==> src/logic/core_pkg.sv <==
// Shared types for the accumulator core: widths, opcodes, controller states
// and the packed structs that travel between the units. Imported by every RTL file.
package core_pkg;

  // Data and instruction word
  typedef logic [15:0] word_t;
  // Word address into the 256-entry memory
  typedef logic [7:0]  addr_t;

  // Opcode lives in instr[15:13], immediate or address in instr[7:0]
  typedef enum logic [2:0] {
    OP_NOP   = 3'd0,
    OP_ADDI  = 3'd1,
    OP_LOAD  = 3'd2,
    OP_STORE = 3'd3,
    OP_JUMP  = 3'd4,
    OP_BEQZ  = 3'd5,
    OP_HALT  = 3'd6
  } opcode_t;

  typedef enum logic [2:0] {
    RESET, BOOT_SET, RUN, DEBUG_TAKEN, HALTED
  } ctrl_state_e;

  typedef enum logic [1:0] {
    PC_BOOT, PC_JUMP, PC_BRANCH, PC_RESUME
  } pc_mux_e;

  typedef struct packed {
    logic    pc_set;
    pc_mux_e pc_mux;
    addr_t   pc_target;
    logic    kill_if;
    logic    kill_ex;
    logic    halt_ex;
    logic    debug_halted;
  } ctrl_fsm_t;

  typedef struct packed {
    logic  valid;
    logic  write;
    addr_t addr;
    word_t wdata;
  } mem_req_t;

  typedef struct packed {
    logic  valid;
    word_t rdata;
  } mem_rsp_t;

  // Requester side uses the same fields as the memory request
  typedef mem_req_t unit_req_t;

  typedef struct packed {
    logic  gnt;
    logic  rvalid;
    word_t rdata;
  } unit_rsp_t;

  typedef struct packed {
    logic  retire;
    logic  jump;
    logic  branch_taken;
    logic  halt;
    addr_t target;
  } ex_event_t;

endpackage

==> src/logic/lsu.sv <==
// Load/store unit. Runs one memory access for execute at a time: holds the
// request until grant, then completes on grant (store) or on the response (load).
`timescale 1ns/1ns

module lsu
  import core_pkg::*;
(
  input  logic      clk,
  input  logic      arst_n_i,
  input  logic      start_i,
  input  logic      write_i,
  input  addr_t     addr_i,
  input  word_t     wdata_i,
  input  unit_rsp_t rsp_i,
  output unit_req_t req_o,
  output logic      done_o,
  output word_t     rdata_o,
  output logic      busy_o
);

  typedef enum logic [1:0] {LSU_IDLE, LSU_REQ, LSU_WAIT} lsu_state_e;

  lsu_state_e state_q;
  logic       write_q;
  addr_t      addr_q;
  word_t      wdata_q;

  always_ff @(posedge clk or negedge arst_n_i) begin
    if (!arst_n_i) begin
      state_q <= LSU_IDLE;
    end else begin
      case (state_q)
        LSU_IDLE: if (start_i) state_q <= LSU_REQ;
        // Stores finish on grant, loads wait for data
        LSU_REQ:  if (rsp_i.gnt) state_q <= write_q ? LSU_IDLE : LSU_WAIT;
        LSU_WAIT: if (rsp_i.rvalid) state_q <= LSU_IDLE;
        default:  state_q <= LSU_IDLE;
      endcase
    end
  end

  // Access fields, captured at start
  always_ff @(posedge clk) begin
    if (start_i) begin
      write_q <= write_i;
      addr_q  <= addr_i;
      wdata_q <= wdata_i;
    end
  end

  assign req_o.valid = (state_q == LSU_REQ);
  assign req_o.write = write_q;
  assign req_o.addr  = addr_q;
  assign req_o.wdata = wdata_q;

  assign done_o  = ((state_q == LSU_REQ) && rsp_i.gnt && write_q) ||
                   ((state_q == LSU_WAIT) && rsp_i.rvalid);
  assign rdata_o = rsp_i.rdata;
  assign busy_o  = (state_q != LSU_IDLE);

  // Execute must hold off until the previous access is done
  a_no_start_while_busy :
    assert property (@(posedge clk) disable iff (!arst_n_i)
                     start_i |-> !busy_o)
      else $error("lsu: start while an access is in progress");

endmodule

==> config.mk <==
export PLATFORM = sky130hd
export DESIGN_NAME = lsu
export DESIGN_NICKNAME = d
export VERILOG_FILES = /design/src/logic/core_pkg.sv /design/src/logic/lsu.sv
export SDC_FILE = /design/constraint.sdc
export NUM_CORES = 1
export LEC_CHECK = 0
export ABC_AREA = 1
export ABC_CLOCK_PERIOD_IN_PS = 1580
export BUFFER_PORTS_ARGS = -buffer_cell sky130_fd_sc_hd__buf_2
export CORE_UTILIZATION = 39
export CTS_CLUSTER_DIAMETER = 100
export DETAILED_ROUTE_END_ITERATION = 10
export GPL_TIMING_DRIVEN = 0
export MAX_ROUTING_LAYER = met4
export PLACE_DENSITY_LB_ADDON = 0.05
export SETUP_SLACK_MARGIN = 0.05
export SYNTH_ARGS = -nofsm -noshare
export SYNTH_HDL_FRONTEND = slang
export SYNTH_SLANG_ARGS = --single-unit
==> constraint.sdc <==
create_clock -name clk -period 1.58 [get_ports clk]
set_input_delay 0.158 -clock clk [delete_from_list [all_inputs] [get_ports clk]]
set_output_delay 0.158 -clock clk [all_outputs]
set_load 0.01 [all_outputs]
==> flow_metrics.tcl <==
set metrics [dict create \
    crit_fanout 5 \
    grt_antenna_before_repair 0 \
    grt_max_degree 27 \
    vias 790 \
    p_comb_share_pct 25.3 \
    cts_tree "done" \
    cts-htree-levels 1 \
    critPathArrivalTime_ns 1.15 \
    post-route-util_pct 68.1 \
    timing.final.crit_period_ns 1.31 \
    clk_pin_slew_ns 0.13 \
    die_w_um 53.1 \
    layout.nets 210 \
    reg2reg_depth 4 \
    wl_per_cell_um 9.94 \
    vias_per_cell 4.09 \
    grt_usage_pct 13.0 \
    leakagePower_nw 0.811 \
    yosys_warnings 0 \
    cp-end-kind "output port" \
    syn_to_final_growth_pct 65.8 \
    synth.distinct_cells 11 \
    cts_setup_buffers 0 \
    hold_path_depth 1 \
    wirelength_um 1920 \
    synth-xor-area-share_pct 0 \
    p_clk_share_pct 17.7 \
    hp-start "wdata_i[14]" \
    setup_ws_ns 0.274 \
    worst_pin_slew_ns 0.543 \
    report.final.slew_viol_count 0 \
    synth_top_area_cell "edfxtp_1" \
    core_area_um2 2480 \
    vdd_drop_max_uv 813 \
    synth.avg_cell_area_um2 16.4 \
    worstPathRequired_ns 1.42 \
    drt-pass1-iter-count 3 \
    cts_root_buf "clkbuf_4" \
    cts_inserted_buffers 3 \
    seqPwrFrac_pct 57.0 \
    yosys-top-cells-area "edfxtp_1, buf_4, dfrtp_1" \
    post-route-period-util_pct 82.7 \
    worstSetupPathType "flop to output port" \
    p_switching_mw 0.410 \
    cts_sinks 27 \
    grt_pass1_wl_um 2400 \
    chipHeight_um 53.1 \
    antenna_left 0 \
    crit-reg2reg-launch "state_q[1]" \
    drcViolationCount 0 \
    finalHoldViolations 0 \
    cts_buffer_depth 2 \
    swShare_pct 26.1 \
    synth-simple-area-share_pct 5.17 \
    synth_top_family_by_area "buffers and inverters" \
    synthMuxAreaShare_pct 0 \
    synth_top_area_share_pct 73.8 \
    gp_congestion 0.611 \
    relSlewSlack_pct 63.8 \
    ios 90 \
    crit_path_start_kind "flop" \
    globalRouteOverflowTotal 0 \
    syn_nets 108 \
    cap_violations 0 \
    min_to "wdata_q[14]" \
    rsz0062_at_grt "false" \
    start_util_pct 41.1 \
    power-per-cell-area_nw_per_um2 931 \
    die_area_um2 2820 \
    drt_first_iter_violations 5 \
    min_path_type "input pin to flop" \
    synth_compound_area_share_pct 1.35 \
    dp_hpwl_um 1300 \
    syn_inst 62 \
    port_buffers 73 \
    yosysSeqAreaShare_pct 78.7 \
    ys_ff_latch 27 \
    r2r_slack_ns 0.69 \
    final_layout_size_suffix_gt1_share_pct 58.3 \
    clk_latency_ns 0.30 \
    fmax_ghz 0.766 \
    grt_pass1_vias 583 \
    fin_skew_ns 0.000129 \
    antenna_cells 0 \
    rows 18 \
    synthAdderAreaFrac_pct 0 \
    power.internal_mw 1.16 \
    outcome "finished clean" \
    setup_viol 0 \
    finalSetupTns_ns 0 \
    syn_area_um2 1020 \
    place_ws_ns 0.488 \
    r2r_end "state_q[1]" \
]
==> flip-flops by register name (all words and copies together) (netlist names) <==
name / cells
addr_q: 8
wdata_q: 16
write_q: 1
state_q: 2
==> through the flow <==
step	hold WS [ns]	area (µm²)	std cells	total power, mW
finish	0.0213	1690	193	1.57
global route	-0.00257	1690	193	1.67
CTS	0.000306	1560	180	1.57
detailed placement	-0.0539	1420	165	1.27
global placement	-0.0544	1420	165	1.26
floorplan	-0.138	1020	62	1.11
==> power groups by stage <==
stage	logic, mW	registers [mW]	clock network [mW]
after global routing	0.440	0.909	0.325
final	0.397	0.895	0.278
after detailed placement	0.355	0.912	0
after global placement	0.348	0.911	0
after CTS	0.377	0.896	0.295
after floorplan	0.166	0.940	0
==> kinds of logic after synthesis <==
kind of cell / Yosys count
AND/OR/NAND/NOR: 10
flip-flops: 27
buffers and inverters: 23
AO/OA/AOI/OAI: 2
==> how the worst max path moves through the flow <==
stage	start	endpoint	slack [ns]	depth (start not counted)
after floorplan	state_q[1]	done_o	0.67	3
after global placement	start_i	state_q[1]	0.55	5
after detailed placement	start_i	state_q[1]	0.49	5
after CTS	state_q[1]	done_o	0.25	4
after global routing	state_q[1]	done_o	0.18	4
final	state_q[1]	done_o	0.27	4
==> synthesized netlist by cell type, drive strengths merged <==
cell type / number
o21ai: 1
inv: 6
a21oi: 1
nand3: 3
nor2: 2
dfrtp: 2
nand2: 4
buf: 17
edfxtp: 25
nand3b: 1
==> layout by cell type, fill, tap and decap left out <==
cell type | netlist | final
clkbuf_1 | 0 | 1
nand3_1 | 3 | 3
nor2_4 | 1 | 1
nor2_1 | 1 | 1
a21oi_2 | 1 | 1
buf_4 | 17 | 17
nand2_1 | 4 | 4
dfrtp_1 | 2 | 2
edfxtp_1 | 25 | 25
clkbuf_4 | 0 | 3
buf_2 | 0 | 73
o21ai_0 | 1 | 1
dlygate4sd3_1 | 0 | 24
inv_1 | 6 | 6
nand3b_1 | 1 | 1
==> per-layer routing <==
metal  track usage (%)  wire length, µm  up-vias
met3              2.01              182        2
li1                  -                -      397
met5                 -                0        -
met1              14.6              756      344
met4              7.89               13        0
met2              21.9              967       47
==> area by class of cell <==
class                      count  area (µm²)
sequential                    27         801
timing repair buffer          97         606
clock buffer                   4        26.3
inverter                       6        22.5
tap                           30        37.5
buffer                        17         128
fill                         205         791
multi-input combinational     12        66.3
==> worst max-delay path, stage by stage (launching register included) <==
cell and delay [ns]:
dfrtp_1 0.46, nor2_4 0.14, nand3_1 0.07, nand2_1 0.05, buf_2 0.12
==> repair_timing <==
| action | 4_1_cts | 5_1_grt |
|---|---|---|
| resized for setup | 0 | 0 |
| hold endpoints to repair | 12 | 13 |
| hold buffers | 11 | 13 |
Note: power is estimated with default switching activity, not from simulation.
