===== src/logic/core_pkg.sv =====
// Shared types for the accumulator core: widths, opcodes, controller states
// and the packed structs that travel between the units. Imported by every RTL file.
package core_pkg;

  // Data and instruction word
  typedef logic [15:0] word_t;
  // Word address into the 256-entry memory
  typedef logic [7:0]  addr_t;

  // Opcode lives in instr[15:13], immediate or address in instr[7:0]
  typedef enum logic [2:0] {
    OP_NOP   = 3'd0,
    OP_ADDI  = 3'd1,
    OP_LOAD  = 3'd2,
    OP_STORE = 3'd3,
    OP_JUMP  = 3'd4,
    OP_BEQZ  = 3'd5,
    OP_HALT  = 3'd6
  } opcode_t;

  typedef enum logic [2:0] {
    RESET, BOOT_SET, RUN, DEBUG_TAKEN, HALTED
  } ctrl_state_e;

  typedef enum logic [1:0] {
    PC_BOOT, PC_JUMP, PC_BRANCH, PC_RESUME
  } pc_mux_e;

  typedef struct packed {
    logic    pc_set;
    pc_mux_e pc_mux;
    addr_t   pc_target;
    logic    kill_if;
    logic    kill_ex;
    logic    halt_ex;
    logic    debug_halted;
  } ctrl_fsm_t;

  typedef struct packed {
    logic  valid;
    logic  write;
    addr_t addr;
    word_t wdata;
  } mem_req_t;

  typedef struct packed {
    logic  valid;
    word_t rdata;
  } mem_rsp_t;

  // Requester side uses the same fields as the memory request
  typedef mem_req_t unit_req_t;

  typedef struct packed {
    logic  gnt;
    logic  rvalid;
    word_t rdata;
  } unit_rsp_t;

  typedef struct packed {
    logic  retire;
    logic  jump;
    logic  branch_taken;
    logic  halt;
    addr_t target;
  } ex_event_t;

endpackage


===== src/logic/exec_stage.sv =====
// Execute stage: takes one instruction from the fetch buffer, owns the
// accumulator and reports each retirement with its control-flow effect.
`timescale 1ns/1ns

module exec_stage
  import core_pkg::*;
(
  input  logic      clk,
  input  logic      arst_n_i,
  input  ctrl_fsm_t ctrl_i,
  input  word_t     instr_i,
  input  addr_t     instr_pc_i,
  input  logic      instr_valid_i,
  input  logic      lsu_done_i,
  input  word_t     lsu_rdata_i,
  input  logic      lsu_busy_i,
  output logic      instr_pop_o,
  output logic      lsu_start_o,
  output logic      lsu_write_o,
  output addr_t     lsu_addr_o,
  output word_t     lsu_wdata_o,
  output ex_event_t event_o,
  output addr_t     next_pc_o,
  output logic      busy_o,
  output word_t     acc_o,
  output logic      wb_valid_o
);

  opcode_t op_in;
  logic    is_mem;
  logic    take;
  logic    retire;

  logic    ex_valid_q;
  // Waiting for the LSU to report done
  logic    ex_wait_q;
  opcode_t ex_op_q;
  addr_t   ex_arg_q;
  addr_t   ex_pc_q;
  word_t   acc_q;

  assign op_in  = opcode_t'(instr_i[15:13]);
  assign is_mem = (op_in == OP_LOAD) || (op_in == OP_STORE);

  // One instruction at a time
  assign take   = instr_valid_i && !ctrl_i.halt_ex && !ctrl_i.kill_ex &&
                  !ex_valid_q && !lsu_busy_i;
  assign retire = ex_valid_q && !ex_wait_q;

  always_ff @(posedge clk or negedge arst_n_i) begin
    if (!arst_n_i) begin
      ex_valid_q <= 1'b0;
      ex_wait_q  <= 1'b0;
      acc_q      <= '0;
    end else begin
      if (take) begin
        ex_valid_q <= 1'b1;
        ex_wait_q  <= is_mem;
        // ADDI writes at take so acc_o is current in the retire cycle
        if (op_in == OP_ADDI) begin
          acc_q <= acc_q + {8'h00, instr_i[7:0]};
        end
      end else if (retire || ctrl_i.kill_ex) begin
        ex_valid_q <= 1'b0;
      end
      if (lsu_done_i) begin
        ex_wait_q <= 1'b0;
        if (ex_op_q == OP_LOAD) begin
          acc_q <= lsu_rdata_i;
        end
      end
    end
  end

  always_ff @(posedge clk) begin
    if (take) begin
      ex_op_q  <= op_in;
      ex_arg_q <= instr_i[7:0];
      ex_pc_q  <= instr_pc_i;
    end
  end

  assign instr_pop_o = take;
  assign lsu_start_o = take && is_mem;
  assign lsu_write_o = (op_in == OP_STORE);
  assign lsu_addr_o  = instr_i[7:0];
  assign lsu_wdata_o = acc_q;

  // Control-flow report, branch decided on the accumulator at retire
  assign event_o.retire       = retire;
  assign event_o.jump         = retire && (ex_op_q == OP_JUMP);
  assign event_o.branch_taken = retire && (ex_op_q == OP_BEQZ) && (acc_q == '0);
  assign event_o.halt         = retire && (ex_op_q == OP_HALT);
  assign event_o.target       = ex_arg_q;

  assign next_pc_o  = (event_o.jump || event_o.branch_taken) ? ex_arg_q : ex_pc_q + 1'b1;
  assign busy_o     = ex_valid_q;
  assign acc_o      = acc_q;
  assign wb_valid_o = retire;

endmodule


===== config.mk =====
export PLATFORM = sky130hd
export DESIGN_NAME = exec_stage
export DESIGN_NICKNAME = d
export VERILOG_FILES = /design/src/logic/core_pkg.sv /design/src/logic/exec_stage.sv
export SDC_FILE = /design/constraint.sdc
export NUM_CORES = 1
export LEC_CHECK = 0
export BUFFER_PORTS_ARGS = -buffer_cell sky130_fd_sc_hd__buf_2
export CAP_MARGIN = 5
export CORE_ASPECT_RATIO = 1.4
export CORE_MARGIN = 8
export CORE_UTILIZATION = 45
export DETAILED_ROUTE_END_ITERATION = 16
export PLACE_DENSITY = 0.84
export SETUP_SLACK_MARGIN = 0.1
export SLEW_MARGIN = 20
export SYNTH_ARGS = -nofsm -noshare
export SYNTH_HDL_FRONTEND = slang
export SYNTH_SLANG_ARGS = --single-unit

===== constraint.sdc =====
create_clock -name clk -period 4.2 [get_ports clk]
set_input_delay 0.63 -clock clk [delete_from_list [all_inputs] [get_ports clk]]
set_output_delay 0.63 -clock clk [all_outputs]
set_load 0.02 [all_outputs]

==> metrics.txt <==
status=completed; area added between synthesis and finish=21.9%; # DRC=0; first-pass GRT wire length=roughly 10000 µm; Rel. slew slack=0.466; critical path type=register to output port; sequential cell area=0.00102 mm²; Yosys top cell by area=edfxtp_1; Tmin final=3.28 ns; Worst R2R Start=acc_o[5]$_DFF_PN0_; Max clock buf depth=2; FFs w/ async S/R, synth=0.486; critical path fanouts, max=8; f_max=305 MHz; most common cell after layout, fill and taps aside=buf_2; number of port buffers=106; Worst setup SP type=register; multi-input logic area=0.00109 mm²; unrepaired setup endpoints after global routing=false; largest net degree at the start of global routing=26; VDD IR-drop max=roughly 0.18 mV; worst slew pin tran=0.798 ns; gp weighted congestion=0.854; Top FF cell, synth=edfxtp_1; Final Cycle Share=0.781; max cap viols=0; Die ar.=0.00777 mm²; Starting Density=0.459; power density cells=333 mW/mm²; HPWL after DPL=~5000 µm; Worst Hold Class=primary input to async pin; register area share after synthesis=0.438; Std-Cell Rows=31; Detail Route Antenna Nets=0; top-area cell type share of the netlist area=0.245; die width=a little under 80 µm; Req. time, crit path=3.57 ns; average wire per standard cell=16.3 µm; clock insertion delay at the later pin of the skew report=0.29 ns; fin worst setup slack=0.919 ns; hold bufs inserted after CTS=0; Final setup viols=0; final WL=between 6000 and 7000 µm; Unique masters post-synth=44; clk sinks=37; ratio of cells with drive above 1 in the final layout=0.411; Critical Path End Type=output port; final hold violations=0; static leakage=1.28 nW; CTS H-tree depth=2; clk slew on worst S/H paths=0.07 ns; detailed-route via count=~2000; final net count=385; initial antenna violation count=0; CTS buffer count=5; cell area after synthesis=0.00233 mm²; router iterations before antenna repair=4; total power=0.947 mW; I/O pins=between 100 and 150; gr usage total=0.163; pre-CTS WS=1.25 ns; most frequent cells in the layout=buf_2 (106), nand2_1 (22), edfxtp_1 (19); largest cells by area after synthesis=edfxtp_1 (24%), dfrtp_1 (19%), buf_4 (8.1%); CTS tree=built; syn_nets=301; fin util=0.559; Post-CTS Resized=0; CTS root buf=clkbuf_8; flops & latches, synth=37; Syn. warnings=0; Overflow after GRT=0; Core Region=approximately 0.005 mm²; Fillers=463; final setup TNS=0 ns; Post-CTS Setup Inserts=0; Worst EP arrival=approximately 2.7 ns; clock skew=0.00516 ns; drt initial violations=62; vias in the first global route=2134; Mean Syn Cell Area=10.1 µm²; max-slew violations=0; vias per inst=between 5 and 6; Post-Synthesis Cells=231; die height=101 µm; Post-synth EDFFs=19; # diodes=0; CP Launch Point=acc_o[11]$_DFF_PN0_
## critical path: stages, from the launching register on
cell	delay [ns]
dfrtp_1	0.45
or4_1	0.54
nor3_1	0.18
nand4_1	0.18
a21oi_2	0.46
mux2_2	0.39
buf_2	0.16
## worst paths after layout
check	end	slack, ns	cells past startpoint
min in group clk	ex_pc_q[6]$_DFFE_PP_	0.52	1
setup / recovery	next_pc_o[2]	0.92	6
hold reg to reg	busy_o$_DFFE_PN0P_	0.57	2
hold / removal	acc_o[13]$_DFF_PN0_	0.28	1
max in group asynchronous	acc_o[7]$_DFF_PN0_	3.61	1
setup reg to reg	acc_o[15]$_DFF_PN0_	1.75	6
## flip-flops by register name (all words and copies together) (netlist names)
register   cells
acc_o         16
busy_o         1
ex_arg_q       8
ex_op_q        3
ex_pc_q        8
ex_wait_q      1
## cells by family after synthesis
logic type / after synthesis / synth area share
compound gates: 44 / 0.113
xor+xnor: 16 / 0.0601
fa+ha+maj: 10 / 0.0569
buf+inv: 35 / 0.100
flops: 37 / 0.438
mux: 11 / 0.0515
simple gates: 78 / 0.180
## area by class of cell
cell class / count / area share
clock buffers: 5 / 0.0242
multi-input cells: 159 / 0.384
inverters: 4 / 0.00528
repair buffers: 108 / 0.192
clock inverters: 3 / 0.00616
well taps: 66 / 0.0291
flip-flops and latches: 37 / 0.359
## metal layers
| layer | track usage | up-vias | share of wire |
|---|---|---|---|
| li1 | - | 987 | - |
| met1 | 0.165 | 928 | 0.39 |
| met2 | 0.298 | 78 | 0.53 |
| met3 | 0.0488 | 12 | 0.064 |
| met4 | 0.0817 | 0 | 0.022 |
| met5 | 0 | - | 0 |
## power breakdown
part,switching (mW),leakage (nW),internal (mW)
sequential,0.0343,0.392,0.405
clock,0.129,0.0439,0.114
combinational,0.164,0.845,0.101
## Yosys cell counts (2+ instances only)
cell / instances
dfrtp_1: 18
nor3_1: 4
o211ai_1: 6
edfxtp_1: 19
nand3_1: 10
o21ai_0: 17
xor2_1: 10
o2111ai_1: 2
nand4_1: 3
nand3b_1: 2
inv_1: 4
a211oi_1: 3
clkbuf_1: 4
nand4bb_1: 2
xnor2_1: 6
nor4_1: 2
mux2_2: 8
or4_1: 2
a31oi_1: 5
nor2_1: 15
a21oi_1: 9
ha_1: 9
mux2i_1: 3
and3_1: 3
nand2_1: 22
buf_4: 25
## through the flow
step | instance area, µm² | cells | hold WS (ns)
2_1_floorplan | 2330 | 231 | 0.334
3_3_place_gp | 2760 | 374 | 0.525
3_5_place_dp | 2760 | 374 | 0.558
4_1_cts | 2840 | 382 | 0.281
5_1_grt | 2840 | 382 | 0.296
6_report | 2840 | 382 | 0.279
Note: power is estimated with default switching activity, not from simulation.
