File: src/logic/core_pkg.sv
// Shared types for the accumulator core: widths, opcodes, controller states
// and the packed structs that travel between the units. Imported by every RTL file.
package core_pkg;

  // Data and instruction word
  typedef logic [15:0] word_t;
  // Word address into the 256-entry memory
  typedef logic [7:0]  addr_t;

  // Opcode lives in instr[15:13], immediate or address in instr[7:0]
  typedef enum logic [2:0] {
    OP_NOP   = 3'd0,
    OP_ADDI  = 3'd1,
    OP_LOAD  = 3'd2,
    OP_STORE = 3'd3,
    OP_JUMP  = 3'd4,
    OP_BEQZ  = 3'd5,
    OP_HALT  = 3'd6
  } opcode_t;

  typedef enum logic [2:0] {
    RESET, BOOT_SET, RUN, DEBUG_TAKEN, HALTED
  } ctrl_state_e;

  typedef enum logic [1:0] {
    PC_BOOT, PC_JUMP, PC_BRANCH, PC_RESUME
  } pc_mux_e;

  typedef struct packed {
    logic    pc_set;
    pc_mux_e pc_mux;
    addr_t   pc_target;
    logic    kill_if;
    logic    kill_ex;
    logic    halt_ex;
    logic    debug_halted;
  } ctrl_fsm_t;

  typedef struct packed {
    logic  valid;
    logic  write;
    addr_t addr;
    word_t wdata;
  } mem_req_t;

  typedef struct packed {
    logic  valid;
    word_t rdata;
  } mem_rsp_t;

  // Requester side uses the same fields as the memory request
  typedef mem_req_t unit_req_t;

  typedef struct packed {
    logic  gnt;
    logic  rvalid;
    word_t rdata;
  } unit_rsp_t;

  typedef struct packed {
    logic  retire;
    logic  jump;
    logic  branch_taken;
    logic  halt;
    addr_t target;
  } ex_event_t;

endpackage

File: src/logic/shared_mem.sv
// Word memory behind the arbiter. Every accepted request is answered one
// cycle later together with one returned credit; the program is loaded in RESET.
`timescale 1ns/1ns

module shared_mem
  import core_pkg::*;
#(
  parameter int MEM_CREDITS = 2
) (
  input  logic     clk,
  input  logic     arst_n_i,
  input  mem_req_t req_i,
  input  logic     prog_we_i,
  input  addr_t    prog_addr_i,
  input  word_t    prog_data_i,
  input  logic     load_en_i,
  output mem_rsp_t rsp_o,
  output logic     mem_credit_o
);

  localparam int CW = $clog2(MEM_CREDITS + 1);

  word_t          mem [256];
  word_t          rdata_q;
  logic           rsp_valid_q;
  // Requests accepted but not yet answered
  logic [CW-1:0]  pending_q;

  // Storage, read pipeline and program load port
  always_ff @(posedge clk) begin
    if (load_en_i && prog_we_i) begin
      mem[prog_addr_i] <= prog_data_i;
    end else if (req_i.valid && req_i.write) begin
      mem[req_i.addr] <= req_i.wdata;
    end
    // Stores also answer, with the old word
    if (req_i.valid) begin
      rdata_q <= mem[req_i.addr];
    end
  end

  always_ff @(posedge clk or negedge arst_n_i) begin
    if (!arst_n_i) begin
      rsp_valid_q <= 1'b0;
      pending_q   <= '0;
    end else begin
      rsp_valid_q <= req_i.valid;
      pending_q   <= pending_q + CW'(req_i.valid) - CW'(mem_credit_o);
    end
  end

  assign rsp_o.valid  = rsp_valid_q;
  assign rsp_o.rdata  = rdata_q;
  // One credit goes back with each response
  assign mem_credit_o = rsp_valid_q;

  // Arbiter must never run ahead of the credits it was given
  a_mem_credit_limit :
    assert property (@(posedge clk) disable iff (!arst_n_i)
                     pending_q <= CW'(MEM_CREDITS))
      else $error("shared_mem: more than MEM_CREDITS requests outstanding");

endmodule

File: config.mk
export PLATFORM = sky130hd
export DESIGN_NAME = shared_mem
export DESIGN_NICKNAME = d
export VERILOG_FILES = /design/src/logic/core_pkg.sv /design/src/logic/shared_mem.sv
export SDC_FILE = /design/constraint.sdc
export NUM_CORES = 2
export LEC_CHECK = 0
export BUFFER_PORTS_ARGS = -buffer_cell sky130_fd_sc_hd__buf_4
export CAP_MARGIN = 20
export CORE_MARGIN = 5
export CORE_UTILIZATION = 63
export DETAILED_ROUTE_END_ITERATION = 8
export HOLD_SLACK_MARGIN = 0.08
export PLACE_DENSITY_LB_ADDON = 0.1
export SYNTH_ARGS = -nofsm -noshare
export SYNTH_HDL_FRONTEND = slang
export SYNTH_SLANG_ARGS = --single-unit
File: constraint.sdc
create_clock -name clk -period 2.7 [get_ports clk]
set_input_delay 0 -clock clk [delete_from_list [all_inputs] [get_ports clk]]
set_output_delay 0 -clock clk [all_outputs]
set_load 0.02 [all_outputs]
==> results.txt <==
Cell variety after synth - 75
P_int - 107000 uW
Least-Margin Pin Slew - 0.950 ns
Top_reg_cell synth - edfxtp_1
Register area share after synthesis - 0.773
Post-synth ARST share - 0.000243
Critical path startpoint - req_i[21]
Post-DP HPWL - 306 mm
GR Overflow Total - 0
Synth Instances - 7743
# placed instances - 12100
Critical R2R Capture - rdata_q[9]$_DFFE_PP_
PortBufs - 71
Reg power frac - 0.519
Largest net degree at the start of global routing - 87
Multi-input logic area - 34000 um^2
Syn Nets - 7797
Pwr/cell area - 713 nW/um^2
Vias in the first global route - 88100
Final hold viol count - 0
Reg area - 124000 um^2
Non-Filler Instances - 13000
CP endpoint kind - register
Failing checks - negative setup slack
FF-to-FF Start - mem[107][9]$_DFFE_PP_
Root buffer cell - clkbuf_16
Setup WS post-layout - -0.144 ns
Hold Crit Class - in -> reg
CTS tree - done
CP Data Arrival Time - 3.68 ns
Worst R2R Path Depth - 7
Num CTS Buffers - 416
# rows - 185
Hold path cells - 7
Area grow syn2layout - 20.3%
Switch Pwr - 29600 uW
Setup CP Type - in -> reg
Tcrit/Tclk final - 1.05
First-pass GRT wire length - 665 mm
Status - complete, but fails checks
Worst Path Max Fanout - 7
Avg Cell Area, Syn - 20.6 um^2
DRT Wirelength - 475 mm
Worst Skew - 0.0683 ns
Final Net Count - 9322
Worst setup SP type - input port
Via/cell ratio - 6.87
Fmax - 352 MHz
RSZ-0062 raised after global routing - yes
Initial drt markers - 12700
Total negative setup slack - -0.155 ns
DR vias - 89200
HP Start - req_i[18]
Worst-path clk slew - 0.06 ns
Clock share of power - 0.414
Starting Density - 0.631
Worst Hold End - rdata_q[6]$_DFFE_PP_
Logic pwr share - 0.067
Clk sinks - 4113
Die ar. - 264000 um^2
GP Congestion - 0.962
Number of synthesized register bits - 4113
Slew HR - 0.362
Worst skew pair latency - 1.03 ns
Post-synth EDFFs - 4112
Boundary pin count - 72
GRT Resource Usage Total - 0.361
Worst Path Required - 3.53 ns
Drt wl/cell - 36.6 um
Finished Core Util - 0.760
Final Power - 137000 uW
Horiz. Die Dim - 514 um
Maximum vdd drop - 0.000684 V
Clock H-tree levels - 5
Slew Limit Fails - 0
1st-pass router iterations - 5
Height of the die - 514 um
DRC - 0
CTS max path bufs - 4
Hold Slack - 0.157 ns
Layout cells sized above 1 - 0.307
Switching share of power - 0.216
Post-layout min period - 2.84 ns
Static Leak - 0.0634 uW
Syn Std Cell Area - 160000 um^2
Final ANT Viol Nets - 0
Yosys Warn Count - 0
Fill count - 13600
Endpoints failing setup - 2
Core box area - 253000 um^2
Initial antenna violation count - 26
FF-to-FF setup slack - -0.04 ns
Max-cap violations - 0
## power groups by stage
stage | Combinational, uW | Clock [uW] | Sequential [uW]
after floorplan | 4160 | 0 | 72700
after global placement | 8480 | 0 | 72500
after detailed placement | 8680 | 0 | 72500
after CTS | 8970 | 57000 | 71200
after global routing | 9420 | 59900 | 71100
final | 9200 | 56700 | 71200
## kinds of logic (layout without fill, tap and decap cells)
group	Yosys count	in the layout	synth area share
AOI/OAI and AO/OA	824	824	0.0360
and+or+nand+nor	935	935	0.0272
DFF	4113	4113	0.773
muxes	1414	1414	0.145
other	0	20	0
buffers and inverters	457	2309	0.0196
## area by class of cell
class,count,area share
Sequential cell,4113,0.642
Multi-Input combinational cell,3173,0.177
Timing Repair Buffer,1555,0.0896
Clock buffer,480,0.0557
Tap cell,3366,0.0219
Clock inverter,265,0.0134
Antenna cell,20,0.000260
Inverter,9,0.000215
## stage by stage
stage               cell area (um^2)  worst slack, ns
floorplan                     160000           -0.520
global placement              178000           -0.927
detailed placement            178000           -0.931
CTS                           192000        0.0000480
global route                  192000          -0.0714
finish                        192000           -0.144
## flip-flops by register name (all words and copies together) (netlist names)
name          count
mem            4096
mem_credit_o      1
rdata_q          16
## routing by layer
layer  share of wire  up-vias  GRT usage
met1            0.34    46200      0.483
li1                -    35500          -
met5         0.00013        -          0
met4           0.074        4      0.213
met2            0.47     6263      0.556
met3            0.11     1196     0.0794
## synth_stat cells (19+ instances only)
| library cell | n | area share |
|---|---|---|
| nand4_1 | 44 | 0.0017 |
| mux4_2 | 705 | 0.099 |
| a31oi_1 | 21 | 0.00082 |
| buf_6 | 88 | 0.0062 |
| a211oi_1 | 39 | 0.0018 |
| o221ai_1 | 170 | 0.0093 |
| buf_2 | 76 | 0.0024 |
| nand2b_1 | 33 | 0.0013 |
| edfxtp_1 | 4112 | 0.77 |
| a22oi_1 | 138 | 0.0065 |
| buf_1 | 31 | 0.00073 |
| a221oi_1 | 22 | 0.0012 |
| o22ai_1 | 74 | 0.0029 |
| nor4_1 | 44 | 0.0017 |
| mux2i_1 | 679 | 0.043 |
| nand3_1 | 52 | 0.0016 |
| mux2_2 | 23 | 0.0016 |
| a22o_1 | 23 | 0.0013 |
| clkbuf_1 | 176 | 0.0041 |
| nand2_1 | 207 | 0.0049 |
| or2_2 | 19 | 0.00074 |
| buf_4 | 39 | 0.0018 |
| o21ai_0 | 97 | 0.0030 |
| nor2_1 | 361 | 0.0085 |
| a21oi_1 | 159 | 0.0050 |
| nor3_1 | 103 | 0.0032 |
| buf_8 | 22 | 0.0021 |
## worst max-delay path by stage
stage                                  to  slack, ns
floorplan             mem[0][0]$_DFFE_PP_      -0.52
CTS                  rdata_q[0]$_DFFE_PP_    0.00005
global placement     rdata_q[2]$_DFFE_PP_      -0.93
global route         rdata_q[2]$_DFFE_PP_      -0.07
detailed placement  rdata_q[13]$_DFFE_PP_      -0.93
finish               rdata_q[9]$_DFFE_PP_      -0.14
## cells in the final DEF, fill, tap and decap left out, types with 23 or more instances in the layout
cell type and n:
nor2_1 331, nor3_1 97, nand2_1 191, clkbuf_16 418
mux2i_1 679, mux2_2 23, buf_12 424, clkbuf_1 59
a22oi_1 136, o22ai_1 71, nand3_1 51, o221ai_1 169
edfxtp_1 4112, nor2_2 28, buf_4 1060, a211oi_1 35
nand4_1 44, bufinv_16 49, o21ai_0 93, clkinv_2 86
nand2b_1 29, dlygate4sd3_1 63, nor4_1 34, clkinv_1 100
mux4_2 705, a21oi_1 155
## repair_timing
item	CTS	global route
hold endpoints to repair	5673	0
setup buffers	1	2
pin swaps	7	17
setup endpoints to repair	10	15
gates resized for setup	31	33
hold buffers	78	0
## critical path: stages
cell and delay, ns:
dlygate4sd3_1 0.59, buf_4 0.21, buf_12 0.14, buf_4 0.16
nor4bb_2 0.18, buf_4 0.19, nand2_1 0.10, buf_4 0.15
a211oi_1 0.11, a21oi_1 0.69, nand3_1 0.38, or4_1 0.61
a21oi_1 0.14
No activity file was read; power rests on OpenSTA's default activity.
