`config.mk`:
```
export PLATFORM = sky130hd
export DESIGN_NAME = fetch_unit
export DESIGN_NICKNAME = d
export VERILOG_FILES = /design/src/logic/core_pkg.sv /design/src/logic/fetch_unit.sv
export SDC_FILE = /design/constraint.sdc
export NUM_CORES = 1
export LEC_CHECK = 0
export BUFFER_PORTS_ARGS = -buffer_cell sky130_fd_sc_hd__buf_2
export CORE_UTILIZATION = 43
export DETAILED_ROUTE_END_ITERATION = 12
export HOLD_SLACK_MARGIN = 0.02
export PLACE_DENSITY = 0.69
export SYNTH_ARGS = -nofsm -noshare
export SYNTH_HDL_FRONTEND = slang
export SYNTH_SLANG_ARGS = --single-unit
```
`constraint.sdc`:
```
create_clock -name clk -period 6.25 [get_ports clk]
set_input_delay 0.625 -clock clk [delete_from_list [all_inputs] [get_ports clk]]
set_output_delay 0.625 -clock clk [all_outputs]
set_load 0.03 [all_outputs]
```
`src/logic/core_pkg.sv`:
```
// Shared types for the accumulator core: widths, opcodes, controller states
// and the packed structs that travel between the units. Imported by every RTL file.
package core_pkg;

  // Data and instruction word
  typedef logic [15:0] word_t;
  // Word address into the 256-entry memory
  typedef logic [7:0]  addr_t;

  // Opcode lives in instr[15:13], immediate or address in instr[7:0]
  typedef enum logic [2:0] {
    OP_NOP   = 3'd0,
    OP_ADDI  = 3'd1,
    OP_LOAD  = 3'd2,
    OP_STORE = 3'd3,
    OP_JUMP  = 3'd4,
    OP_BEQZ  = 3'd5,
    OP_HALT  = 3'd6
  } opcode_t;

  typedef enum logic [2:0] {
    RESET, BOOT_SET, RUN, DEBUG_TAKEN, HALTED
  } ctrl_state_e;

  typedef enum logic [1:0] {
    PC_BOOT, PC_JUMP, PC_BRANCH, PC_RESUME
  } pc_mux_e;

  typedef struct packed {
    logic    pc_set;
    pc_mux_e pc_mux;
    addr_t   pc_target;
    logic    kill_if;
    logic    kill_ex;
    logic    halt_ex;
    logic    debug_halted;
  } ctrl_fsm_t;

  typedef struct packed {
    logic  valid;
    logic  write;
    addr_t addr;
    word_t wdata;
  } mem_req_t;

  typedef struct packed {
    logic  valid;
    word_t rdata;
  } mem_rsp_t;

  // Requester side uses the same fields as the memory request
  typedef mem_req_t unit_req_t;

  typedef struct packed {
    logic  gnt;
    logic  rvalid;
    word_t rdata;
  } unit_rsp_t;

  typedef struct packed {
    logic  retire;
    logic  jump;
    logic  branch_taken;
    logic  halt;
    addr_t target;
  } ex_event_t;

endpackage

```
`src/logic/fetch_unit.sv`:
```
// Instruction fetch: program counter, credit-limited request issue and a
// two-entry instruction buffer. Stale responses are dropped by epoch.
`timescale 1ns/1ns

module fetch_unit
  import core_pkg::*;
#(
  parameter addr_t BOOT_ADDR = '0
) (
  input  logic      clk,
  input  logic      arst_n_i,
  input  ctrl_fsm_t ctrl_i,
  input  unit_rsp_t rsp_i,
  input  logic      instr_pop_i,
  output unit_req_t req_o,
  output word_t     instr_o,
  output addr_t     instr_pc_o,
  output logic      instr_valid_o
);

  addr_t       pc_q;
  logic [1:0]  epoch_q;
  // Fetch stays idle until the first pc_set from the controller
  logic        run_q;
  logic [1:0]  buf_cnt_q;
  logic [1:0]  infl_cnt_q;
  logic        push;

  // In-flight tags, in request order
  logic [1:0]  tag_epoch [2];
  addr_t       tag_pc [2];
  logic        tag_wr_q;
  logic        tag_rd_q;

  // Instruction buffer
  word_t       buf_instr [2];
  addr_t       buf_pc [2];
  logic        buf_wr_q;
  logic        buf_rd_q;

  // Buffered plus outstanding must stay below the two buffer credits
  assign req_o.valid = run_q && (({1'b0, buf_cnt_q} + {1'b0, infl_cnt_q}) < 3'd2);
  assign req_o.write = 1'b0;
  assign req_o.addr  = pc_q;
  assign req_o.wdata = '0;

  // Keep only responses of the current epoch
  assign push = rsp_i.rvalid && (tag_epoch[tag_rd_q] == epoch_q) && !ctrl_i.kill_if;

  always_ff @(posedge clk or negedge arst_n_i) begin
    if (!arst_n_i) begin
      pc_q       <= BOOT_ADDR;
      epoch_q    <= '0;
      run_q      <= 1'b0;
      buf_cnt_q  <= '0;
      infl_cnt_q <= '0;
      tag_wr_q   <= 1'b0;
      tag_rd_q   <= 1'b0;
      buf_wr_q   <= 1'b0;
      buf_rd_q   <= 1'b0;
    end else begin
      if (ctrl_i.pc_set) begin
        pc_q  <= ctrl_i.pc_target;
        run_q <= 1'b1;
      end else if (rsp_i.gnt) begin
        pc_q <= pc_q + 1'b1;
      end
      infl_cnt_q <= infl_cnt_q + 2'(rsp_i.gnt) - 2'(rsp_i.rvalid);
      tag_wr_q   <= tag_wr_q ^ rsp_i.gnt;
      tag_rd_q   <= tag_rd_q ^ rsp_i.rvalid;
      if (ctrl_i.kill_if) begin
        epoch_q   <= epoch_q + 1'b1;
        buf_cnt_q <= '0;
        buf_wr_q  <= 1'b0;
        buf_rd_q  <= 1'b0;
      end else begin
        buf_cnt_q <= buf_cnt_q + 2'(push) - 2'(instr_pop_i);
        buf_wr_q  <= buf_wr_q ^ push;
        buf_rd_q  <= buf_rd_q ^ instr_pop_i;
      end
    end
  end

  always_ff @(posedge clk) begin
    if (rsp_i.gnt) begin
      tag_epoch[tag_wr_q] <= epoch_q;
      tag_pc[tag_wr_q]    <= pc_q;
    end
    if (push) begin
      buf_instr[buf_wr_q] <= rsp_i.rdata;
      buf_pc[buf_wr_q]    <= tag_pc[tag_rd_q];
    end
  end

  assign instr_valid_o = (buf_cnt_q != '0);
  assign instr_o       = buf_instr[buf_rd_q];
  assign instr_pc_o    = buf_pc[buf_rd_q];

endmodule

```
==> impl_metrics.json <==
{
  "critPathSlowestCell": "ha_1",
  "gp_congestion": 0.659,
  "path_max_fanout": 24,
  "drt_iter0_drc": 69,
  "drt-total-wl_um": 5570,
  "drv_cap": 0,
  "tightest_slew_ns": 1.12,
  "via_per_inst": 4.73,
  "boundaryPins": 87,
  "core_sq_mm": 0.00818,
  "cp_num_buf_inv": 0,
  "grtUsageTotal_pct": 13.6,
  "grt_pass1_vias": 1870,
  "ys_ff_latch": 87,
  "instances_no_fill": 400,
  "status": "completed",
  "clk_pin_slew_worst_paths_ns": 0.09,
  "cts.sinks": 87,
  "skew_ns": 0.0123,
  "post_synth_inst_count": 223,
  "start_util_pct": 44.1,
  "grt_max_degree": 26,
  "post_cts_resized": 0,
  "cts_buffer_depth": 2,
  "via_count": 1890,
  "cp-end-kind": "register",
  "slew_viol_final": 0,
  "max-vdd-ir-drop_mv": 0.141,
  "setup_viol": 0,
  "hpwl_um": 3670,
  "rsz0062_at_grt": "false",
  "drive_above_1_share_pct": 35.3,
  "root_buffer": "clkbuf_8",
  "die_w_um": 93.5,
  "slew_headroom_pct": 25.3,
  "finalSetupTns_ns": 0,
  "cts_hold_buf": 0,
  "die_area_sq_mm": 0.00875,
  "num_antenna_cells": 0,
  "power.density_mw_per_mm2": 389,
  "period_needed_ns": 2.65,
  "clock_latency_ns": 0.35,
  "cts_buffers": 9,
  "ys_seq_area_share_pct": 69.9,
  "ant_nets": 0,
  "crit_arrival_ns": 2.61,
  "grt_overflow": 0,
  "holdCritPathClass": "in2async",
  "wl_per_cell_um": 13.9,
  "yosys_warnings": 0,
  "critical_path.max_stage_delay_ns": 0.91,
  "synth_cell_types": 26,
  "die_h_um": 93.5,
  "syn-cell-area_sq_mm": 0.00360,
  "drcViolationCount": 0,
  "path_cells": "mux2i_1 -> xor2_1 -> and3_1 -> ha_1",
  "io_buffer_count": 64,
  "antenna_found_initial": 0,
  "timing.fmax_mhz": 377,
  "leakagePower_nw": 1.64,
  "worst_ep_required_time_ns": 6.21,
  "syn2layout_area_growth_pct": 15.5,
  "cp-start-kind": "register",
  "dp_cells": 384,
  "final_nets": 336,
  "std_cell_rows": 33,
  "cts_tree": "built",
  "crit_type": "reg2reg",
  "dr.pass1.iters": 4,
  "period_share_pct": 42.5,
  "cts_setup_buffers": 0,
  "synth.avg_cell_area_sq_um": 16.2,
  "crit_family": "adder cells",
  "htreeDepth": 3,
  "final_hold_viol_count": 0,
  "grt_pass1_wl_um": 8860
}
==> sequential cells by signal, summed over array words and instances, names as in the netlist <==
signal      flops
buf_pc         16
pc_q            8
tag_wr_q        1
buf_instr      32
tag_rd_q        1
buf_rd_q        1
epoch_q         2
buf_wr_q        1
run_q           1
tag_epoch       4
infl_cnt_q      2
tag_pc         16
buf_cnt_q       2
==> placed cells by master (no fill, tap or decap), drive strengths merged <==
master    instances
nor2              3
xnor2             6
mux2i             3
nand3             6
nand4             3
clkbuf           11
mux2             32
conb             17
clkinvlp          3
and3              2
nand2            12
edfxtp           68
nor2b             5
or4               3
dfrtp            19
o21ai             8
buf              64
xor2              8
ha                9
or2               2
fa                1
bufinv            2
inv               8
==> worst reg2reg max path, stage by stage (launching register included) <==
cell and delay [ns]:
dfrtp_1 0.67, mux2i_1 0.27, xor2_1 0.22, and3_1 0.21, ha_1 0.91
==> through the flow <==
| stage | util (%) | hold WS, ns | cell area (sq um) | setup WS [ns] | total power [W] |
|---|---|---|---|---|---|
| floorplan | - | 0.329 | 3660 | 4.08 | 0.00112 |
| global placement | 48.3 | 0.463 | 3950 | 3.58 | 0.00120 |
| detailed placement | 48.3 | 0.464 | 3950 | 3.58 | 0.00122 |
| CTS | 50.9 | 0.212 | 4160 | 3.54 | 0.00163 |
| global route | 50.9 | 0.231 | 4160 | 3.41 | 0.00170 |
| finish | 50.9 | 0.208 | 4160 | 3.60 | 0.00162 |
==> power breakdown <==
group	switching, W	internal, W
sequential	0.0000680	0.000751
clock	0.000192	0.000225
combinational	0.000233	0.000148
==> final timing paths <==
check | start | to | slack, ns | cells after the start
min in group clk | rsp_i[14] | buf_instr[1][14]$_DFFE_PP_ | 0.46 | 1
max reg2reg | tag_rd_q$_DFF_PN0_ | buf_pc[0][5]$_DFFE_PP_ | 3.60 | 4
min | arst_n_i | buf_cnt_q[1]$_DFF_PN0_ | 0.21 | 1
max in group asynchronous | arst_n_i | pc_q[5]$_DFFE_PN0P_ | 5.73 | 1
max | tag_rd_q$_DFF_PN0_ | buf_pc[0][5]$_DFFE_PP_ | 3.60 | 4
min reg2reg | infl_cnt_q[1]$_DFF_PN0_ | infl_cnt_q[1]$_DFF_PN0_ | 0.48 | 1
==> metal layers <==
layer / vias up / part of all wire [%] / GRT usage [%]
met5: - / 0 / 0
met4: 0 / 1.8 / 6.92
met3: 10 / 5.5 / 3.25
met2: 66 / 47 / 21.7
met1: 911 / 45 / 17.3
li1: 903 / - / -
==> kinds of logic after synthesis <==
group	synth area share, %
and+or+nand+nor	5.52
xor gates and xnor gates	3.40
AOI/OAI and AO/OA	1.11
adders and majority gates	3.68
other	0.104
DFF	69.9
buffers and inverters	5.49
muxes	10.8
==> cell usage after synthesis <==
cell type,count,area [sq um]
buf_4,17,128
xor2_1,8,70.1
nand4_1,2,12.5
ha_1,9,113
or4_1,3,22.5
o21ai_1,5,25.0
fa_1,1,20.0
buf_6,1,11.3
mux2_2,23,259
and3_1,2,12.5
mux2_1,9,101
mux2i_1,3,30.0
nand3_1,6,30.0
nand4_4,1,21.3
nand2_1,12,45.0
edfxtp_1,68,2040
inv_1,8,30.0
nor2_1,3,11.3
dfrtp_1,19,475
o21ai_0,3,15.0
nor2b_1,5,31.3
or2_2,2,12.5
clkbuf_1,1,3.75
conb_1,1,3.75
xnor2_1,6,52.6
buf_2,5,25.0
==> cell type report <==
cell class / count / area (sq um)
fill: 706 / 4010
clock inverter: 5 / 82.6
timing repair buffer: 64 / 320
tap: 105 / 131
multi-input combinational: 120 / 948
inverter: 8 / 30.0
sequential: 87 / 2520
clock buffer: 11 / 131
Note: power is estimated with default switching activity, not from simulation.
