$ cat src/logic/core_pkg.sv
// Shared types for the accumulator core: widths, opcodes, controller states
// and the packed structs that travel between the units. Imported by every RTL file.
package core_pkg;

  // Data and instruction word
  typedef logic [15:0] word_t;
  // Word address into the 256-entry memory
  typedef logic [7:0]  addr_t;

  // Opcode lives in instr[15:13], immediate or address in instr[7:0]
  typedef enum logic [2:0] {
    OP_NOP   = 3'd0,
    OP_ADDI  = 3'd1,
    OP_LOAD  = 3'd2,
    OP_STORE = 3'd3,
    OP_JUMP  = 3'd4,
    OP_BEQZ  = 3'd5,
    OP_HALT  = 3'd6
  } opcode_t;

  typedef enum logic [2:0] {
    RESET, BOOT_SET, RUN, DEBUG_TAKEN, HALTED
  } ctrl_state_e;

  typedef enum logic [1:0] {
    PC_BOOT, PC_JUMP, PC_BRANCH, PC_RESUME
  } pc_mux_e;

  typedef struct packed {
    logic    pc_set;
    pc_mux_e pc_mux;
    addr_t   pc_target;
    logic    kill_if;
    logic    kill_ex;
    logic    halt_ex;
    logic    debug_halted;
  } ctrl_fsm_t;

  typedef struct packed {
    logic  valid;
    logic  write;
    addr_t addr;
    word_t wdata;
  } mem_req_t;

  typedef struct packed {
    logic  valid;
    word_t rdata;
  } mem_rsp_t;

  // Requester side uses the same fields as the memory request
  typedef mem_req_t unit_req_t;

  typedef struct packed {
    logic  gnt;
    logic  rvalid;
    word_t rdata;
  } unit_rsp_t;

  typedef struct packed {
    logic  retire;
    logic  jump;
    logic  branch_taken;
    logic  halt;
    addr_t target;
  } ex_event_t;

endpackage

$ cat src/logic/core_controller.sv
// Boot, run and debug FSM of the core. Drives program counter selection,
// kill and halt signals and keeps the resume address.
`timescale 1ns/1ns

module core_controller
  import core_pkg::*;
#(
  parameter addr_t BOOT_ADDR = '0
) (
  input  logic        clk,
  input  logic        arst_n_i,
  input  logic        boot_i,
  input  logic        debug_req_i,
  input  logic        debug_resume_i,
  input  ex_event_t   event_i,
  input  addr_t       next_pc_i,
  input  logic        ex_busy_i,
  input  logic        instr_valid_i,
  output ctrl_fsm_t   ctrl_o,
  output ctrl_state_e state_o,
  output logic        halted_o
);

  ctrl_state_e state_q;
  ctrl_state_e state_d;
  addr_t       resume_q;
  logic        redirect;
  logic        jump_set;

  // Retirements that leave the fetched stream behind them stale
  assign redirect = event_i.jump || event_i.branch_taken || event_i.halt;

  //////////////////////////////////////////////////////////////////////
  // Next state and control outputs
  //////////////////////////////////////////////////////////////////////

  always_comb begin
    state_d = state_q;
    ctrl_o  = '0;
    ctrl_o.pc_mux = PC_BOOT;
    case (state_q)
      // Everything quiet while the program is loaded
      RESET: begin
        if (boot_i) state_d = BOOT_SET;
      end
      BOOT_SET: begin
        ctrl_o.pc_set    = 1'b1;
        ctrl_o.pc_mux    = PC_BOOT;
        ctrl_o.pc_target = BOOT_ADDR;
        ctrl_o.kill_if   = 1'b1;
        ctrl_o.halt_ex   = 1'b1;
        state_d          = RUN;
      end
      RUN: begin
        ctrl_o.kill_if = redirect;
        ctrl_o.kill_ex = redirect;
        ctrl_o.halt_ex = debug_req_i;
        if (event_i.jump || event_i.branch_taken) begin
          ctrl_o.pc_set    = 1'b1;
          ctrl_o.pc_mux    = event_i.jump ? PC_JUMP : PC_BRANCH;
          ctrl_o.pc_target = event_i.target;
        end
        if (event_i.halt || debug_req_i) state_d = DEBUG_TAKEN;
      end
      // Drain execute while any redirect lands in the resume address
      DEBUG_TAKEN: begin
        ctrl_o.kill_if = redirect;
        ctrl_o.kill_ex = redirect;
        ctrl_o.halt_ex = 1'b1;
        if (!ex_busy_i) state_d = HALTED;
      end
      HALTED: begin
        ctrl_o.debug_halted = 1'b1;
        ctrl_o.halt_ex      = 1'b1;
        if (debug_resume_i) begin
          ctrl_o.pc_set    = 1'b1;
          ctrl_o.pc_mux    = PC_RESUME;
          ctrl_o.pc_target = resume_q;
          ctrl_o.kill_if   = 1'b1;
          state_d          = RUN;
        end
      end
      default: state_d = RESET;
    endcase
  end

  always_ff @(posedge clk or negedge arst_n_i) begin
    if (!arst_n_i) begin
      state_q  <= RESET;
      resume_q <= BOOT_ADDR;
    end else begin
      state_q <= state_d;
      // Address after the last retired instruction
      if (event_i.retire) resume_q <= next_pc_i;
    end
  end

  assign state_o  = state_q;
  assign halted_o = (state_q == HALTED);

  //////////////////////////////////////////////////////////////////////
  // Pipeline rules
  //////////////////////////////////////////////////////////////////////

  assign jump_set = ctrl_o.pc_set &&
                    ((ctrl_o.pc_mux == PC_JUMP) || (ctrl_o.pc_mux == PC_BRANCH));

  // Flush after a redirect leaves nothing to redirect again next cycle
  a_no_back_to_back_jump :
    assert property (@(posedge clk) disable iff (!arst_n_i)
                     jump_set |=> !jump_set)
      else $error("controller: two jumps or branches back to back");

  a_kill_ex :
    assert property (@(posedge clk) disable iff (!arst_n_i)
                     ctrl_o.kill_ex |=> !event_i.retire)
      else $error("controller: retirement right after kill_ex");

  // Fetch and execute stay empty until boot has set the PC
  a_reset_no_instr :
    assert property (@(posedge clk) disable iff (!arst_n_i)
                     ((state_q == RESET) || (state_q == BOOT_SET)) |->
                     (!instr_valid_i && !ex_busy_i))
      else $error("controller: instruction valid during RESET or BOOT_SET");

  // A debug halted core has nothing left in execute
  a_debug_halted_idle :
    assert property (@(posedge clk) disable iff (!arst_n_i)
                     ctrl_o.debug_halted |-> !ex_busy_i)
      else $error("controller: execute busy while debug halted");

  a_no_retire_halted :
    assert property (@(posedge clk) disable iff (!arst_n_i)
                     halted_o |-> !event_i.retire)
      else $error("controller: retirement while halted");

endmodule

$ cat config.mk
export PLATFORM = sky130hd
export DESIGN_NAME = core_controller
export DESIGN_NICKNAME = d
export VERILOG_FILES = /design/src/logic/core_pkg.sv /design/src/logic/core_controller.sv
export SDC_FILE = /design/constraint.sdc
export NUM_CORES = 1
export LEC_CHECK = 0
export ABC_AREA = 0
export BUFFER_PORTS_ARGS = -buffer_cell sky130_fd_sc_hd__buf_4
export CAP_MARGIN = 20
export CORE_MARGIN = 2
export CORE_UTILIZATION = 43
export DETAILED_ROUTE_END_ITERATION = 8
export GPL_ROUTABILITY_DRIVEN = 0
export PLACE_DENSITY_LB_ADDON = 0.2
export SLEW_MARGIN = 5
export SYNTH_ARGS = -nofsm -noshare
export SYNTH_HDL_FRONTEND = slang
export SYNTH_SLANG_ARGS = --single-unit
$ cat constraint.sdc
create_clock -name clk -period 4.11 [get_ports clk]
set_input_delay 0.822 -clock clk [delete_from_list [all_inputs] [get_ports clk]]
set_output_delay 0.822 -clock clk [all_outputs]
set_load 0.02 [all_outputs]
==> impl_metrics.tcl <==
set metrics [dict create \
    ios 46 \
    crit_arrival_ns 1.85 \
    grt_max_degree 14 \
    synthesis.yosys.warnings 0 \
    wl_per_cell_microns 13.55 \
    diodes 0 \
    clockRootBuffer "clkbuf_4" \
    grt.overflow.total 0 \
    slew_viol_final 0 \
    antenna_found_initial 0 \
    drive_above_1_share_pct 64.15 \
    relSlewSlack_pct 71.86 \
    clock.fmax_mhz 374.5 \
    htree_levels 1 \
    layout_setup_ws_ns 1.440 \
    cp_slowest_stage_delay_ns 0.55 \
    fin_total_pwr_mw 0.6254 \
    ant_nets 0 \
    coreArea_sq_um 1524 \
    syn_nets 91 \
    synth_seq_area_share_pct 39.29 \
    final_common_cell "buf_4" \
    fp-row-count 14 \
    netlist_instances 64 \
    dieArea_sq_um 1968 \
    insertion_delay_ns 0.26 \
    nets 134 \
    portBuffers 44 \
    power_density_nw_per_um2 607.3 \
    drtIter0Drc 6 \
    r2r_start "state_o[1]" \
    cp-start-kind "register" \
    cts_setup_buffers 0 \
    hold_violations 0 \
    syn_to_final_growth_pct 46.96 \
    cts_tree "yes" \
    skew_ns 0.0001853 \
    numCtsBuffers 3 \
    cts_hold_buf 0 \
    ys_types 26 \
    cts_resized 0 \
    vias 655 \
    first_pass_iters 4 \
    grt_pass1_vias 604 \
    irDropWorstVdd_v 0.0004076 \
    nFillCells 126 \
    grt_pass1_wl_mm 2.559 \
    die_x_microns 44.37 \
    cp-end-kind "output pin" \
    slowest_stage "dfrtp_1" \
    cp_max_fo 13 \
    syn_area_per_cell_sq_um 10.95 \
    leakage_nw 0.5072 \
    ff2ff_setup_slack_ns 2.94 \
    viasPerCell 5.369 \
    maxCapViolCount 0 \
    clock_sinks 11 \
    worstHoldPathType "input pin to asynchronous set/reset pin" \
    clk_pin_slew_ns 0.07 \
    place_ws_ns 1.516 \
    r2r-end "state_o[0]" \
    rr_worst_depth 3 \
    netlist_area_sq_um 700.7 \
    track_usage_pct 18.07 \
    final_cell_mix "44 x buf_4, 11 x dfrtp_1, 8 x a22o_2, 8 x mux2_2, 4 x nand2_1" \
    required_ns 3.29 \
    cts_buffer_depth 2 \
    crit_chain "and2b_2 -> nor3b_4 -> or3_1 -> buf_4" \
    start_util_pct 45.98 \
    stdcell_count 122 \
    synth-seq-cells 11 \
    fin_setup_tns_ns 0 \
    outcome "completed" \
    drc 0 \
    rsz0062_at_grt "false" \
    worst_pin_slew_ns 0.4221 \
    place_inst 118 \
    hpwl_mm 1.298 \
    crit_type "register to output pin" \
    wl_mm 1.653 \
    setup_viol 0 \
    period_share_pct 64.97 \
    fin_crit_ns 2.670 \
    die_y_microns 44.37 \
]
routing by layer:
| metal | vias to the layer above | track usage (%) | routed length [microns] |
|---|---|---|---|
| met3 | 0 | 6.122 | 109 |
| li1 | 323 | - | - |
| met4 | 0 | 1.818 | 0 |
| met2 | 25 | 32.65 | 851 |
| met5 | - | 0 | 0 |
| met1 | 307 | 21.41 | 692 |
Yosys cell counts:
cell type	count	area (sq um)
dfrtp_1	11	275.3
a22o_2	8	80.08
mux2_2	8	90.09
nand2_1	4	15.01
a21oi_1	3	15.01
buf_6	3	33.78
nand3b_1	3	22.52
nor2_1	3	11.26
clkbuf_1	2	7.510
inv_1	2	7.510
o31ai_1	2	15.01
a211oi_1	1	7.510
and2b_2	1	8.760
and3_4	1	11.26
buf_4	1	7.510
nand3_1	1	5.000
nand4b_1	1	8.760
nor2_4	1	11.26
nor3_1	1	5.000
nor3b_1	1	7.510
nor3b_4	1	18.77
o21ai_0	1	5.000
o221ai_1	1	8.760
o31a_1	1	8.760
or2b_1	1	7.510
or3_1	1	6.260
where the power goes:
group	total (mW)	switching, mW	internal, mW
Clock	0.0715	0.0355	0.0360
Sequential	0.176	0.0472	0.129
Combinational	0.378	0.192	0.186
flip-flops by register name (all words and copies together) (netlist names):
name and flops:
resume_q 8, state_o 3
layout make-up:
cell class                 instances  area, sq um  area share, %
sequential                        11        275.3          26.73
inverter                           2        7.507         0.7290
timing repair buffer              44        330.3          32.08
multi-input combinational         45        369.1          35.84
tap                               16        20.02          1.944
clock inverter                     1        5.005         0.4860
clock buffer                       3        22.52          2.187
critical path: cells and delay by family, from the launching register on:
family	cells	cell delay, ns
buf+inv	1	0.17
flops	1	0.55
simple gates	3	0.87
logic make-up after synthesis:
family | share of synthesized area, %
mux | 12.86
flops | 39.29
simple gates | 19.82
compound gates | 20.00
buf+inv | 8.037
stage by stage:
| step | hold slack [ns] | util [%] | area (sq um) |
|---|---|---|---|
| CTS | 0.3700 | 67.57 | 1030 |
| floorplan | 0.4811 | - | 700.7 |
| global route | 0.3665 | 67.57 | 1030 |
| finish | 0.3746 | 67.57 | 1030 |
| detailed placement | 0.4975 | 65.76 | 1002 |
| global placement | 0.4898 | 65.76 | 1002 |
worst max path at each step:
stage,from,end
2_1_floorplan,debug_resume_i,ctrl_o[14]
3_3_place_gp,event_i[9],ctrl_o[14]
3_5_place_dp,event_i[9],ctrl_o[14]
4_1_cts,state_o[2],ctrl_o[14]
5_1_grt,state_o[2],ctrl_o[7]
6_report,state_o[2],ctrl_o[14]
Note: power is estimated with default switching activity, not from simulation.
